==> config.mk <==
export PLATFORM = sky130hd
export DESIGN_NAME = gnss_time_rx
export DESIGN_NICKNAME = d
export VERILOG_FILES = /design/src/verilog/gnss_pkg.sv /design/src/verilog/uart_rx.sv /design/src/verilog/nmea_framer.sv /design/src/verilog/rmc_time_decoder.sv /design/src/verilog/gnss_time_rx.sv
export VERILOG_INCLUDE_DIRS = /design/src /design/src/verilog
export SDC_FILE = /design/constraint.sdc
export NUM_CORES = 1
export LEC_CHECK = 0
export BUFFER_PORTS_ARGS = -buffer_cell sky130_fd_sc_hd__buf_2
export CORE_MARGIN = 10
export CORE_UTILIZATION = 35
export DETAILED_ROUTE_END_ITERATION = 10
export HOLD_SLACK_MARGIN = 0.05
export PLACE_DENSITY_LB_ADDON = 0.08
export SLEW_MARGIN = 10
export SYNTH_ARGS = -nofsm -noshare
export SYNTH_HDL_FRONTEND = slang
export SYNTH_SLANG_ARGS = --single-unit
==> constraint.sdc <==
create_clock -name clk -period 5.8 [get_ports clk]
set_input_delay 1.16 -clock clk [delete_from_list [all_inputs] [get_ports clk]]
set_output_delay 1.16 -clock clk [all_outputs]
set_load 0.005 [all_outputs]
==> src/verilog/gnss_params.svh <==
// ==================================================
// Shared macros of the GNSS time receiver
// Serial bit timing, NMEA sentence limits, ASCII codes
// ==================================================
`ifndef GNSS_PARAMS_SVH
`define GNSS_PARAMS_SVH

// ==================================================
// Serial line
// ==================================================
// Short bit period keeps simulation fast
`define GNSS_CLKS_PER_BIT 16

// ==================================================
// Sentence limits
// ==================================================
// NMEA allows 80 characters between "$" and "*"
`define GNSS_MAX_PAYLOAD 80
// Enough for "GPRMC,hhmmss.sss"
`define GNSS_FIELD_BYTES 16

// ==================================================
// ASCII codes
// ==================================================
`define GNSS_CHAR_START 8'h24
`define GNSS_CHAR_STAR  8'h2A
`define GNSS_CHAR_COMMA 8'h2C
`define GNSS_CHAR_DOT   8'h2E
`define GNSS_CHAR_ZERO  8'h30

`endif

==> src/verilog/gnss_pkg.sv <==
// ==================================================
// Types shared by the GNSS time receiver stages
// Received character, field buffer, time of day
// ==================================================
`default_nettype none
`include "gnss_params.svh"

package gnss_pkg;

    // ==================================================
    // Serial and framing data
    // ==================================================

    // One character off the serial line
    typedef logic [7:0] nmea_char_t;

    // Leading payload bytes of a sentence
    // Payload byte 0 in the lowest byte lane
    typedef nmea_char_t [`GNSS_FIELD_BYTES-1:0] field_buf_t;

    // ==================================================
    // Decoded time
    // ==================================================

    // Seconds since midnight UTC, 0 to 86399
    typedef logic [16:0] sec_of_day_t;

    // Milliseconds within the second, 0 to 999
    typedef logic [9:0] millis_t;

endpackage

`default_nettype wire

==> src/verilog/uart_rx.sv <==
// ==================================================
// Serial receiver, 8 data bits, no parity, 1 stop bit
// Two-flop synchronizer and mid-bit sampling FSM
// ==================================================
`timescale 1ns/1ps
`default_nettype none
`include "gnss_params.svh"

module uart_rx #(
    parameter int CLKS_PER_BIT = `GNSS_CLKS_PER_BIT  // Clock cycles per bit, 4 or more
) (
    input  logic                 clk,
    input  logic                 rst_n,
    input  logic                 rx,        // Raw serial line, idle high
    output gnss_pkg::nmea_char_t rx_data,   // Last received byte
    output logic                 rx_valid   // One-cycle byte strobe
);

    localparam int CNT_W = $clog2(CLKS_PER_BIT);
    localparam logic [CNT_W-1:0] HALF_BIT = CNT_W'((CLKS_PER_BIT - 1) / 2);
    localparam logic [CNT_W-1:0] FULL_BIT = CNT_W'(CLKS_PER_BIT - 1);

    typedef enum logic [1:0] {
        ST_IDLE,
        ST_START,
        ST_DATA,
        ST_STOP
    } state_t;

    state_t               state;
    logic [CNT_W-1:0]     clk_cnt;     // Cycles within current bit
    logic [2:0]           bit_idx;     // Data bit number
    logic                 rx_meta;     // First synchronizer stage
    logic                 rx_sync;     // Synchronized line level
    logic                 sample_bit;  // Middle of a data bit
    gnss_pkg::nmea_char_t shift_reg;

    assign sample_bit = (state == ST_DATA) && (clk_cnt == FULL_BIT);
    assign rx_data    = shift_reg;

    // ==================================================
    // Synchronizer and bit FSM
    // ==================================================
    always_ff @(posedge clk or negedge rst_n) begin
        if (!rst_n) begin
            rx_meta  <= 1'b1;              // Line idles high
            rx_sync  <= 1'b1;
            state    <= ST_IDLE;
            clk_cnt  <= '0;
            bit_idx  <= '0;
            rx_valid <= 1'b0;
        end else begin
            rx_meta  <= rx;
            rx_sync  <= rx_meta;
            rx_valid <= 1'b0;
            case (state)
                ST_IDLE: begin
                    clk_cnt <= '0;
                    bit_idx <= '0;
                    if (!rx_sync) begin
                        state <= ST_START;      // Falling start edge
                    end
                end
                ST_START: begin
                    if (clk_cnt != HALF_BIT) begin
                        clk_cnt <= clk_cnt + 1'b1;
                    end else if (!rx_sync) begin
                        clk_cnt <= '0;          // Now aligned to bit centers
                        state   <= ST_DATA;
                    end else begin
                        state <= ST_IDLE;       // Glitch, not a start bit
                    end
                end
                ST_DATA: begin
                    if (!sample_bit) begin
                        clk_cnt <= clk_cnt + 1'b1;
                    end else begin
                        clk_cnt <= '0;
                        bit_idx <= bit_idx + 1'b1;
                        if (bit_idx == 3'd7) begin
                            state <= ST_STOP;
                        end
                    end
                end
                ST_STOP: begin
                    if (clk_cnt != FULL_BIT) begin
                        clk_cnt <= clk_cnt + 1'b1;
                    end else begin
                        rx_valid <= 1'b1;       // Byte complete
                        state    <= ST_IDLE;
                    end
                end
                default: state <= ST_IDLE;
            endcase
        end
    end

    // ==================================================
    // Data shift register, LSB arrives first
    // ==================================================
    always_ff @(posedge clk) begin
        if (sample_bit) begin
            shift_reg <= {rx_sync, shift_reg[7:1]};
        end
    end

endmodule

`default_nettype wire

==> src/verilog/nmea_framer.sv <==
// ==================================================
// NMEA sentence framer
// XOR checksum check on the second hex digit
// Capture of the leading payload bytes
// ==================================================
`timescale 1ns/1ps
`default_nettype none
`include "gnss_params.svh"

module nmea_framer (
    input  logic                 clk,
    input  logic                 rst_n,
    input  logic                 enable,          // Low forces wait for "$"
    input  gnss_pkg::nmea_char_t rx_data,
    input  logic                 rx_valid,
    output gnss_pkg::field_buf_t field_buf,       // Leading payload bytes
    output logic                 sentence_valid,  // Checksum matched
    output logic                 checksum_error   // Checksum mismatch
);

    localparam int IDX_W = $clog2(`GNSS_MAX_PAYLOAD + 1);
    localparam int FB_W  = $clog2(`GNSS_FIELD_BYTES);

    typedef enum logic [1:0] {
        S_WAIT_START,
        S_PAYLOAD,
        S_CSUM_HI,
        S_CSUM_LO
    } state_t;

    state_t               state;
    logic [IDX_W-1:0]     pay_idx;   // Payload characters so far
    gnss_pkg::nmea_char_t calc_xor;  // Running checksum
    logic [3:0]           csum_hi;   // Received high nibble
    logic                 is_start;
    logic                 is_star;
    logic                 store_en;
    logic                 is_hex;
    logic [3:0]           hex_val;

    // "$" restarts framing from any state
    assign is_start = enable && rx_valid && (rx_data == `GNSS_CHAR_START);
    assign is_star  = (rx_data == `GNSS_CHAR_STAR);

    assign store_en = enable && rx_valid && (state == S_PAYLOAD) && !is_start
                   && !is_star && (pay_idx < IDX_W'(`GNSS_FIELD_BYTES));

    // Hex digit decode, upper case only
    always_comb begin
        is_hex  = 1'b0;
        hex_val = 4'd0;
        if (rx_data >= `GNSS_CHAR_ZERO && rx_data <= `GNSS_CHAR_ZERO + 8'd9) begin
            is_hex  = 1'b1;
            hex_val = rx_data[3:0];
        end else if (rx_data >= 8'h41 && rx_data <= 8'h46) begin
            is_hex  = 1'b1;
            hex_val = rx_data[3:0] + 4'd9;  // "A" is 0x41
        end
    end

    // ==================================================
    // Sentence FSM
    // ==================================================
    always_ff @(posedge clk or negedge rst_n) begin
        if (!rst_n) begin
            state          <= S_WAIT_START;
            pay_idx        <= '0;
            calc_xor       <= '0;
            csum_hi        <= '0;
            sentence_valid <= 1'b0;
            checksum_error <= 1'b0;
        end else begin
            sentence_valid <= 1'b0;
            checksum_error <= 1'b0;
            if (!enable) begin
                state <= S_WAIT_START;
            end else if (is_start) begin
                state    <= S_PAYLOAD;
                pay_idx  <= '0;
                calc_xor <= '0;
            end else if (rx_valid) begin
                case (state)
                    S_PAYLOAD: begin
                        if (is_star) begin
                            state <= S_CSUM_HI;
                        end else if (pay_idx == IDX_W'(`GNSS_MAX_PAYLOAD)) begin
                            state <= S_WAIT_START;       // Too long, drop
                        end else begin
                            calc_xor <= calc_xor ^ rx_data;
                            pay_idx  <= pay_idx + 1'b1;
                        end
                    end
                    S_CSUM_HI: begin
                        csum_hi <= hex_val;
                        state   <= is_hex ? S_CSUM_LO : S_WAIT_START;
                    end
                    S_CSUM_LO: begin
                        state <= S_WAIT_START;
                        if (is_hex) begin
                            // Verdict on the second digit itself
                            if ({csum_hi, hex_val} == calc_xor) begin
                                sentence_valid <= 1'b1;
                            end else begin
                                checksum_error <= 1'b1;
                            end
                        end
                    end
                    default: state <= S_WAIT_START;  // Idle until "$"
                endcase
            end
        end
    end

    // ==================================================
    // Field buffer, cleared at each "$"
    // ==================================================
    always_ff @(posedge clk) begin
        if (is_start) begin
            field_buf <= '0;                          // No stale bytes in short sentences
        end else if (store_en) begin
            field_buf[pay_idx[FB_W-1:0]] <= rx_data;
        end
    end

endmodule

`default_nettype wire

==> src/verilog/rmc_time_decoder.sv <==
// ==================================================
// RMC time decoder
// Header and digit checks, hhmmss.sss conversion
// Time registers, time-valid flag and second pulse
// ==================================================
`timescale 1ns/1ps
`default_nettype none
`include "gnss_params.svh"

module rmc_time_decoder (
    input  logic                  clk,
    input  logic                  rst_n,
    input  gnss_pkg::field_buf_t  field_buf,
    input  logic                  sentence_valid,  // Checksum already good
    output gnss_pkg::sec_of_day_t utc_sec_of_day,
    output gnss_pkg::millis_t     utc_millis,
    output logic                  time_valid,      // Sticky until reset
    output logic                  pps              // Whole-second sentence
);

    logic                  header_ok;  // "GPRMC,"
    logic                  dot_ok;
    logic                  digits_ok;
    logic                  rmc_ok;
    logic [6:0]            hours;
    logic [6:0]            minutes;
    logic [6:0]            seconds;
    gnss_pkg::sec_of_day_t sod_calc;
    gnss_pkg::millis_t     ms_calc;

    // ==================================================
    // Character helpers
    // ==================================================
    function automatic logic is_digit(input gnss_pkg::nmea_char_t c);
        return (c >= `GNSS_CHAR_ZERO) && (c <= `GNSS_CHAR_ZERO + 8'd9);
    endfunction

    // Low nibble of an ASCII digit is its value
    function automatic logic [3:0] digit_val(input gnss_pkg::nmea_char_t c);
        return c[3:0];
    endfunction

    function automatic logic [6:0] pair_val(input gnss_pkg::nmea_char_t hi,
                                            input gnss_pkg::nmea_char_t lo);
        return digit_val(hi) * 7'd10 + digit_val(lo);
    endfunction

    // ==================================================
    // Sentence match
    // ==================================================
    assign header_ok = (field_buf[0] == "G") && (field_buf[1] == "P")
                    && (field_buf[2] == "R") && (field_buf[3] == "M")
                    && (field_buf[4] == "C") && (field_buf[5] == `GNSS_CHAR_COMMA);

    assign dot_ok = (field_buf[12] == `GNSS_CHAR_DOT);

    // Bytes 6 to 15 apart from the dot must be digits
    always_comb begin
        digits_ok = 1'b1;
        for (int i = 6; i < `GNSS_FIELD_BYTES; i++) begin
            if (i != 12 && !is_digit(field_buf[i])) begin
                digits_ok = 1'b0;
            end
        end
    end

    assign rmc_ok = header_ok && dot_ok && digits_ok;

    // ==================================================
    // Time conversion
    // ==================================================
    assign hours   = pair_val(field_buf[6], field_buf[7]);
    assign minutes = pair_val(field_buf[8], field_buf[9]);
    assign seconds = pair_val(field_buf[10], field_buf[11]);

    assign sod_calc = hours * 17'd3600 + minutes * 17'd60 + seconds;

    // Fraction digits are the milliseconds
    assign ms_calc = digit_val(field_buf[13]) * 10'd100
                   + digit_val(field_buf[14]) * 10'd10
                   + digit_val(field_buf[15]);

    // ==================================================
    // Output registers
    // ==================================================
    always_ff @(posedge clk or negedge rst_n) begin
        if (!rst_n) begin
            utc_sec_of_day <= '0;
            utc_millis     <= '0;
            time_valid     <= 1'b0;
            pps            <= 1'b0;
        end else begin
            pps <= 1'b0;
            if (sentence_valid && rmc_ok) begin
                utc_sec_of_day <= sod_calc;
                utc_millis     <= ms_calc;
                time_valid     <= 1'b1;
                pps            <= (ms_calc == '0);  // On the second
            end
            // Other good sentences leave the time as is
        end
    end

endmodule

`default_nettype wire

==> src/verilog/gnss_time_rx.sv <==
// ==================================================
// GNSS time receiver top level
// Serial receiver, NMEA framer and RMC time decoder
// ==================================================
`timescale 1ns/1ps
`default_nettype none
`include "gnss_params.svh"

module gnss_time_rx (
    input  logic                  clk,
    input  logic                  rst_n,
    input  logic                  gnss_rx,         // Serial line from the module
    input  logic                  enable,
    output gnss_pkg::sec_of_day_t utc_sec_of_day,
    output gnss_pkg::millis_t     utc_millis,
    output logic                  time_valid,
    output logic                  pps,
    output logic                  checksum_error
);

    gnss_pkg::nmea_char_t rx_data;
    logic                 rx_valid;
    gnss_pkg::field_buf_t field_buf;
    logic                 sentence_valid;

    // Byte stream from the serial line
    uart_rx #(
        .CLKS_PER_BIT (`GNSS_CLKS_PER_BIT)
    ) u_uart_rx (
        .clk      (clk),
        .rst_n    (rst_n),
        .rx       (gnss_rx),
        .rx_data  (rx_data),
        .rx_valid (rx_valid)
    );

    nmea_framer u_nmea_framer (
        .clk            (clk),
        .rst_n          (rst_n),
        .enable         (enable),
        .rx_data        (rx_data),
        .rx_valid       (rx_valid),
        .field_buf      (field_buf),
        .sentence_valid (sentence_valid),
        .checksum_error (checksum_error)   // Straight to the pin
    );

    rmc_time_decoder u_rmc_time_decoder (
        .clk            (clk),
        .rst_n          (rst_n),
        .field_buf      (field_buf),
        .sentence_valid (sentence_valid),
        .utc_sec_of_day (utc_sec_of_day),
        .utc_millis     (utc_millis),
        .time_valid     (time_valid),
        .pps            (pps)
    );

endmodule

`default_nettype wire

Word level (Yosys, flattened, before mapping)
Cells that the tools add are included.
{"block": "word_totals", "ff_bits": 200, "output_inout_bits": 30, "elab_cells": 212, "in_bits": 4}
{"block": "op_classes", "n_eq_ne": 32, "bitwise": 2, "n_mux": 62, "n_reduce_logical": 40, "order_cmp": 25, "n_addsub": 11, "mul": 7}
{"operator": "$bwmux 128", "count": 1}
{"operator": "$ge 8x6->1 const B", "count": 10}
{"operator": "$le 8x6->1 const B", "count": 10}
{"operator": "$mux 8", "count": 6}
{"operator": "$eq 8x7->1 const B", "count": 5}
{"operator": "$mux 7", "count": 5}
{"operator": "$demux 8 s4", "count": 1}
{"operator": "$eq 8x6->1 const B", "count": 4}
{"operator": "$logic_and 1x1->1", "count": 27}
{"operator": "$mux 1", "count": 26}
{"operator": "$mux 2", "count": 12}
{"operator": "$mux 4", "count": 6}
{"operator": "$add 7x4->7", "count": 3}
{"operator": "$mul 4x3->6 const B", "count": 3}
{"operator": "$add 17x13->17", "count": 1}
{"operator": "$add 17x7->17", "count": 1}
{"operator": "$pmux 4 s4", "count": 1}
{"operator": "$mul 7x8->13 const B", "count": 1}
{"operator": "$mul 7x4->11 const B", "count": 1}
{"operator": "$add 10x4->10", "count": 1}
{"operator": "$add 10x8->10", "count": 1}
{"operator": "$logic_not 10->1", "count": 1}
{"operator": "$reduce_and 5->1", "count": 2}
{"operator": "$eq 2x2->1 const B", "count": 4}
{"operator": "34 further kinds", "count": 46}

Depth between registers and ports, before layout
{"block": "logic_depth", "ltp_word": 14, "depth_mapped": 22, "ltp_nobuf": 22}

Hierarchy
A second synthesis with hierarchy kept.
{"block": "hier_totals", "cells_unflattened": 1230, "area_unflattened_um2": 11431.0}
{"module": "nmea_framer", "seq_area_each_um2": 3138.0, "cells_each": 664, "area_per_inst_um2": 5944.5, "instances": 1}
{"module": "rmc_time_decoder", "seq_area_each_um2": 725.7, "cells_each": 492, "area_per_inst_um2": 4603.2, "instances": 1}
{"module": "uart_rx", "seq_area_each_um2": 543.0, "cells_each": 74, "area_per_inst_um2": 883.3, "instances": 1}

Worst setup path before layout
Ideal clock, no wire load.
{"block": "synth_path", "path_type": "register to register", "startpoint": "reg u_nmea_framer.field_buf[66] in the netlist's numbering", "endpoint": "reg u_rmc_time_decoder.utc_sec_of_day[15]", "path_slack_ps": 664, "period_less_slack_ps": 5136, "path_buffers": 0, "stages_incl_launch_ff": 23, "arrival_time_ps": 5010, "setup_ps": 127, "required_ps": 5673, "cell_sequence": "dfxtp_1 ha_1 ha_1 xnor2_1 inv_1 ha_1 xnor2_1 fa_1 inv_1 ha_1 inv_1 o21bai_1 a21o_1 a21oi_1 o21ai_0 xor2_1 ha_1 ha_1 nand2_1 or4b_2 nand3_1 xnor2_1 o21ai_0"}
{"block": "synth_via", "elab_chain_len": 11, "elab_cells_between_ends": 17, "cone_classes": "add/sub (3); mul (2); order compare (2); mux (7); reduce/logical (3)"}
{"item": "start: declaration", "line": "nmea_framer.sv:16", "source": "output gnss_pkg::field_buf_t field_buf,"}
{"item": "start signal: indexed assignment", "line": "nmea_framer.sv:121", "source": "field_buf[pay_idx[FB_W-1:0]] <= rx_data;"}
{"item": "parallel branches: the longest is 11 deep, another holds $add 17x13->17"}
{"item": "end signal: assignment", "line": "rmc_time_decoder.sv:95", "source": "utc_sec_of_day <= sod_calc;"}
{"item": "end: declaration", "line": "rmc_time_decoder.sv:15", "source": "output gnss_pkg::sec_of_day_t utc_sec_of_day,"}
Parallel ways; which one is timed is not known.
A chain may end at the register's enable or synchronous reset.

Worst setup path after layout
{"block": "layout_path", "startpoint": "reg u_nmea_framer.field_buf[64] in the netlist's numbering", "endpoint": "reg u_rmc_time_decoder.utc_sec_of_day[14]"}
Same word-level chain as after synthesis.

==> results by group <==
STA
  • Final worst-path cycle share: 0.9368
  • Max-slew headroom: 0.2110
  • Slew @ Worst Pin: 1.184 ns
  • PnR worst setup slack: 0.3668 ns
  • Clk_skew: 0.008944 ns
  • Final hold violations: 0
  • Final Max Slew Viols: 0
  • Final setup viols: 0
  • Worst hold slack: 0.3572 ns
  • RSZ-0062 raised after global routing: false
  • Setup TNS: 0 ns
  • Tmin final: 5.433 ns
  • Fmax achieved: 184.1 MHz

Placed design
  • Placed Area: 12070 sq um
  • Pre-CTS WS: 0.2984 ns
  • Post-placement cell count: 1649
  • Final HPWL DP: 18910 um
  • Placer Congestion: 0.7598
  • Port Buffers: 33

Synth
  • Post-synth cell types: 63
  • Async SR Flop Fraction: 0.3200
  • Syn_nets: 1365
  • #FFs+latches synth: 200
  • Main synth FF type: dfxtp_1
  • Post-synthesis cell count: 1216
  • Syn_area_per_cell: 9.403 sq um
  • Synth Cell Area: 11430 sq um
  • Post-synth EDFFs: 8
  • Post-synthesis sequential area ratio: 0.3854
  • Synth warn: 0

Status
  • Outcome: completed

Clock network
  • Clock transition at path regs: 0.08 ns
  • Clock sink total: 200
  • CTS Root Cell: clkbuf_16
  • Longest Clk Path Bufs: 2
  • Inserted Clock Buffers: 17
  • Clock insertion delay at the later pin of the skew report: 0.44 ns
  • CTS tree: done
  • H-tree depth: 4
  • Post-CTS Setup Inserts: 0

Pwr
  • Switching power: 707.8 uW
  • Leakage: 6.054 nW
  • Sequential group share of total power: 0.523
  • Net Sw Frac: 0.2514
  • Power density cells: 222.4 nW/um^2
  • Clk pwr share: 0.422
  • Design Power: 2.816 mW
  • Gate power share: 0.055
  • Max VDD drop: 0.1845 mV
  • Int Pwr: 2.108 mW

Floorplan
  • Die H: 200.7 um
  • Die X: 200.7 um
  • Core area: 32370 sq um
  • Initial core utilization: 0.3532
  • Ports: 34
  • # rows: 66
  • Die area: 40300 sq um

Setup path
  • Startpoint types: register
  • CP endpoint: u_rmc_time_decoder.utc_sec_of_day[14]
  • R2R setup slack: 0.37 ns
  • Slowest CP cell: fa_1
  • Family with the most delay on the worst path: adder cells
  • R2r worst-path depth: 21
  • Worst Path Buf+Inv: 5
  • Crit-path max FO: 3
  • Worst endpoint required time: 6.09 ns
  • Crit path capture type: register
  • R2R Path Start: u_nmea_framer.field_buf[64]
  • Crit path depth: 21
  • CP Launch Point: u_nmea_framer.field_buf[64]
  • CP cell instances: ha_1 > fa_1 > inv_1 > fa_1 > inv_1 > fa_1 > inv_1 > fa_1 > inv_1 > a21oi_1 > o21bai_1 > xor2_1 > ha_1 > ha_1 > or2_2 > o311a_1 > a41o_1 > o41ai_1 > buf_4 > xor2_1 > o21ai_0
  • Worst reg2reg endpoint: u_rmc_time_decoder.utc_sec_of_day[14]
  • Worst Path Arrival: 5.73 ns
  • Crit-path max cell delay: 0.57 ns
  • Crit path kind: reg -> reg

Route
  • WL final: 27050 um
  • Antenna-violating nets left: 0
  • First DRT Iteration DRCs: 416
  • Total number of vias: 8265
  • DR WL/cell: 16.09 um
  • DR vias/cell: 4.917
  • Drt drc: 0
  • DR pass1 iterations: 4

Cells and area
  • Nets: 1375
  • Fin cells: 1681
  • Most frequent cells in the layout: 131 x nand2_1, 128 x dfxtp_1, 119 x ha_1
  • Cell area after layout: 12660 sq um
  • Most common cell after layout, fill and taps aside: nand2_1
  • Synthesis-to-finish area growth: 10.72%
  • Util after Layout: 0.3911
  • Share of cells above drive strength 1: 0.09766
  • # diodes: 0

Global routing
  • Grt total ovfl: 0
  • Total Routing Usage GR: 0.1361
  • Initial antenna violation count: 0
  • Pin count of the biggest net entering global routing: 107
  • Vias in the first global route: 8370
  • First-pass GRT wire length: 44910 um

Job
  • Max-cap viol count: 0

Hold path
  • Min-delay worst type: reg -> reg
[power by group through the flow]
stage	combinational, mW	sequential (mW)	clock (mW)
2_1_floorplan	0.141	1.47	0
3_3_place_gp	0.155	1.50	0
3_5_place_dp	0.157	1.50	0
4_1_cts	0.157	1.47	1.23
5_1_grt	0.178	1.48	1.28
6_report	0.154	1.47	1.19
[cell type report]
cell class	instances	area (sq um)
Multi-Input combinational cell	899	6614
Clock buffer	18	439.2
Tap cell	442	553.0
Fill cell	3364	19710
Sequential cell	200	4407
Timing Repair Buffer	51	300.3
Clock inverter	14	132.6
Inverter	57	214.0
[cells by family (layout without fill, tap and decap cells)]
| group | count (synthesis) | in the layout | synth area share |
|---|---|---|---|
| DFF | 200 | 200 | 0.3854 |
| xor gates and xnor gates | 76 | 76 | 0.05822 |
| adders and majority gates | 145 | 145 | 0.1757 |
| muxes | 82 | 82 | 0.07365 |
| buffers and inverters | 117 | 140 | 0.03863 |
| AOI/OAI and AO/OA | 187 | 187 | 0.09411 |
| and+or+nand+nor | 409 | 409 | 0.1742 |
[cells in the mapped netlist (11+ instances only)]
library cell  instances  area, sq um
nand4_1              11        68.82
clkbuf_1             43        161.4
a21oi_1              96        480.5
nand3_1              79        395.4
dfrtp_1              62         1551
a21o_1               13        97.59
nor2_1              107        401.6
dfxtp_1             128         2562
xnor2_1              46        402.9
xor2_1               30        262.8
inv_1                57        214.0
mux2_2               17        191.4
o21ai_0              42        210.2
ha_1                119         1489
mux2i_1              65        650.6
buf_1                15        56.30
nand2_1             131        491.7
fa_1                 26        520.5
[routing by layer]
| layer | routed length (um) | global-route usage |
|---|---|---|
| met5 | 0 | 0 |
| met3 | 331 | 0.01807 |
| met4 | 317 | 0.04057 |
| met2 | 13470 | 0.2356 |
| met1 | 12940 | 0.1725 |
[worst min path at each step]
stage / from / end / slack (ns) / depth (start not counted)
after global placement: u_uart_rx.rx_meta / u_uart_rx.rx_sync / 0.35 / 0
after CTS: u_uart_rx.rx_meta / u_uart_rx.rx_sync / 0.36 / 0
final: u_uart_rx.rx_meta / u_uart_rx.rx_sync / 0.36 / 0
after global routing: u_uart_rx.rx_meta / u_uart_rx.rx_sync / 0.37 / 0
after detailed placement: u_uart_rx.rx_meta / u_uart_rx.rx_sync / 0.35 / 0
after floorplan: u_uart_rx.rx_meta / u_uart_rx.rx_sync / 0.35 / 0
[registers in the layout (all words and copies together), names as in the netlist, named ones only]
signal                             flops
u_nmea_framer.field_buf              128
u_uart_rx.bit_idx                      3
u_uart_rx.rx_sync                      1
u_nmea_framer.calc_xor                 8
u_uart_rx.rx_meta                      1
u_rmc_time_decoder.time_valid          1
u_nmea_framer.state                    2
u_rmc_time_decoder.pps                 1
u_nmea_framer.pay_idx                  7
u_nmea_framer.checksum_error           1
u_rmc_time_decoder.utc_sec_of_day     17
u_uart_rx.rx_data                      8
u_uart_rx.rx_valid                     1
u_uart_rx.clk_cnt                      4
u_nmea_framer.csum_hi                  4
u_rmc_time_decoder.utc_millis         10
u_nmea_framer.sentence_valid           1
u_uart_rx.state                        1
[timing repair]
action | in CTS | in global routing
setup endpoints to repair | 0 | 3
hold buffers | 0 | 0
gates resized for setup | 0 | 3
Power figures use the tool's default switching activity.
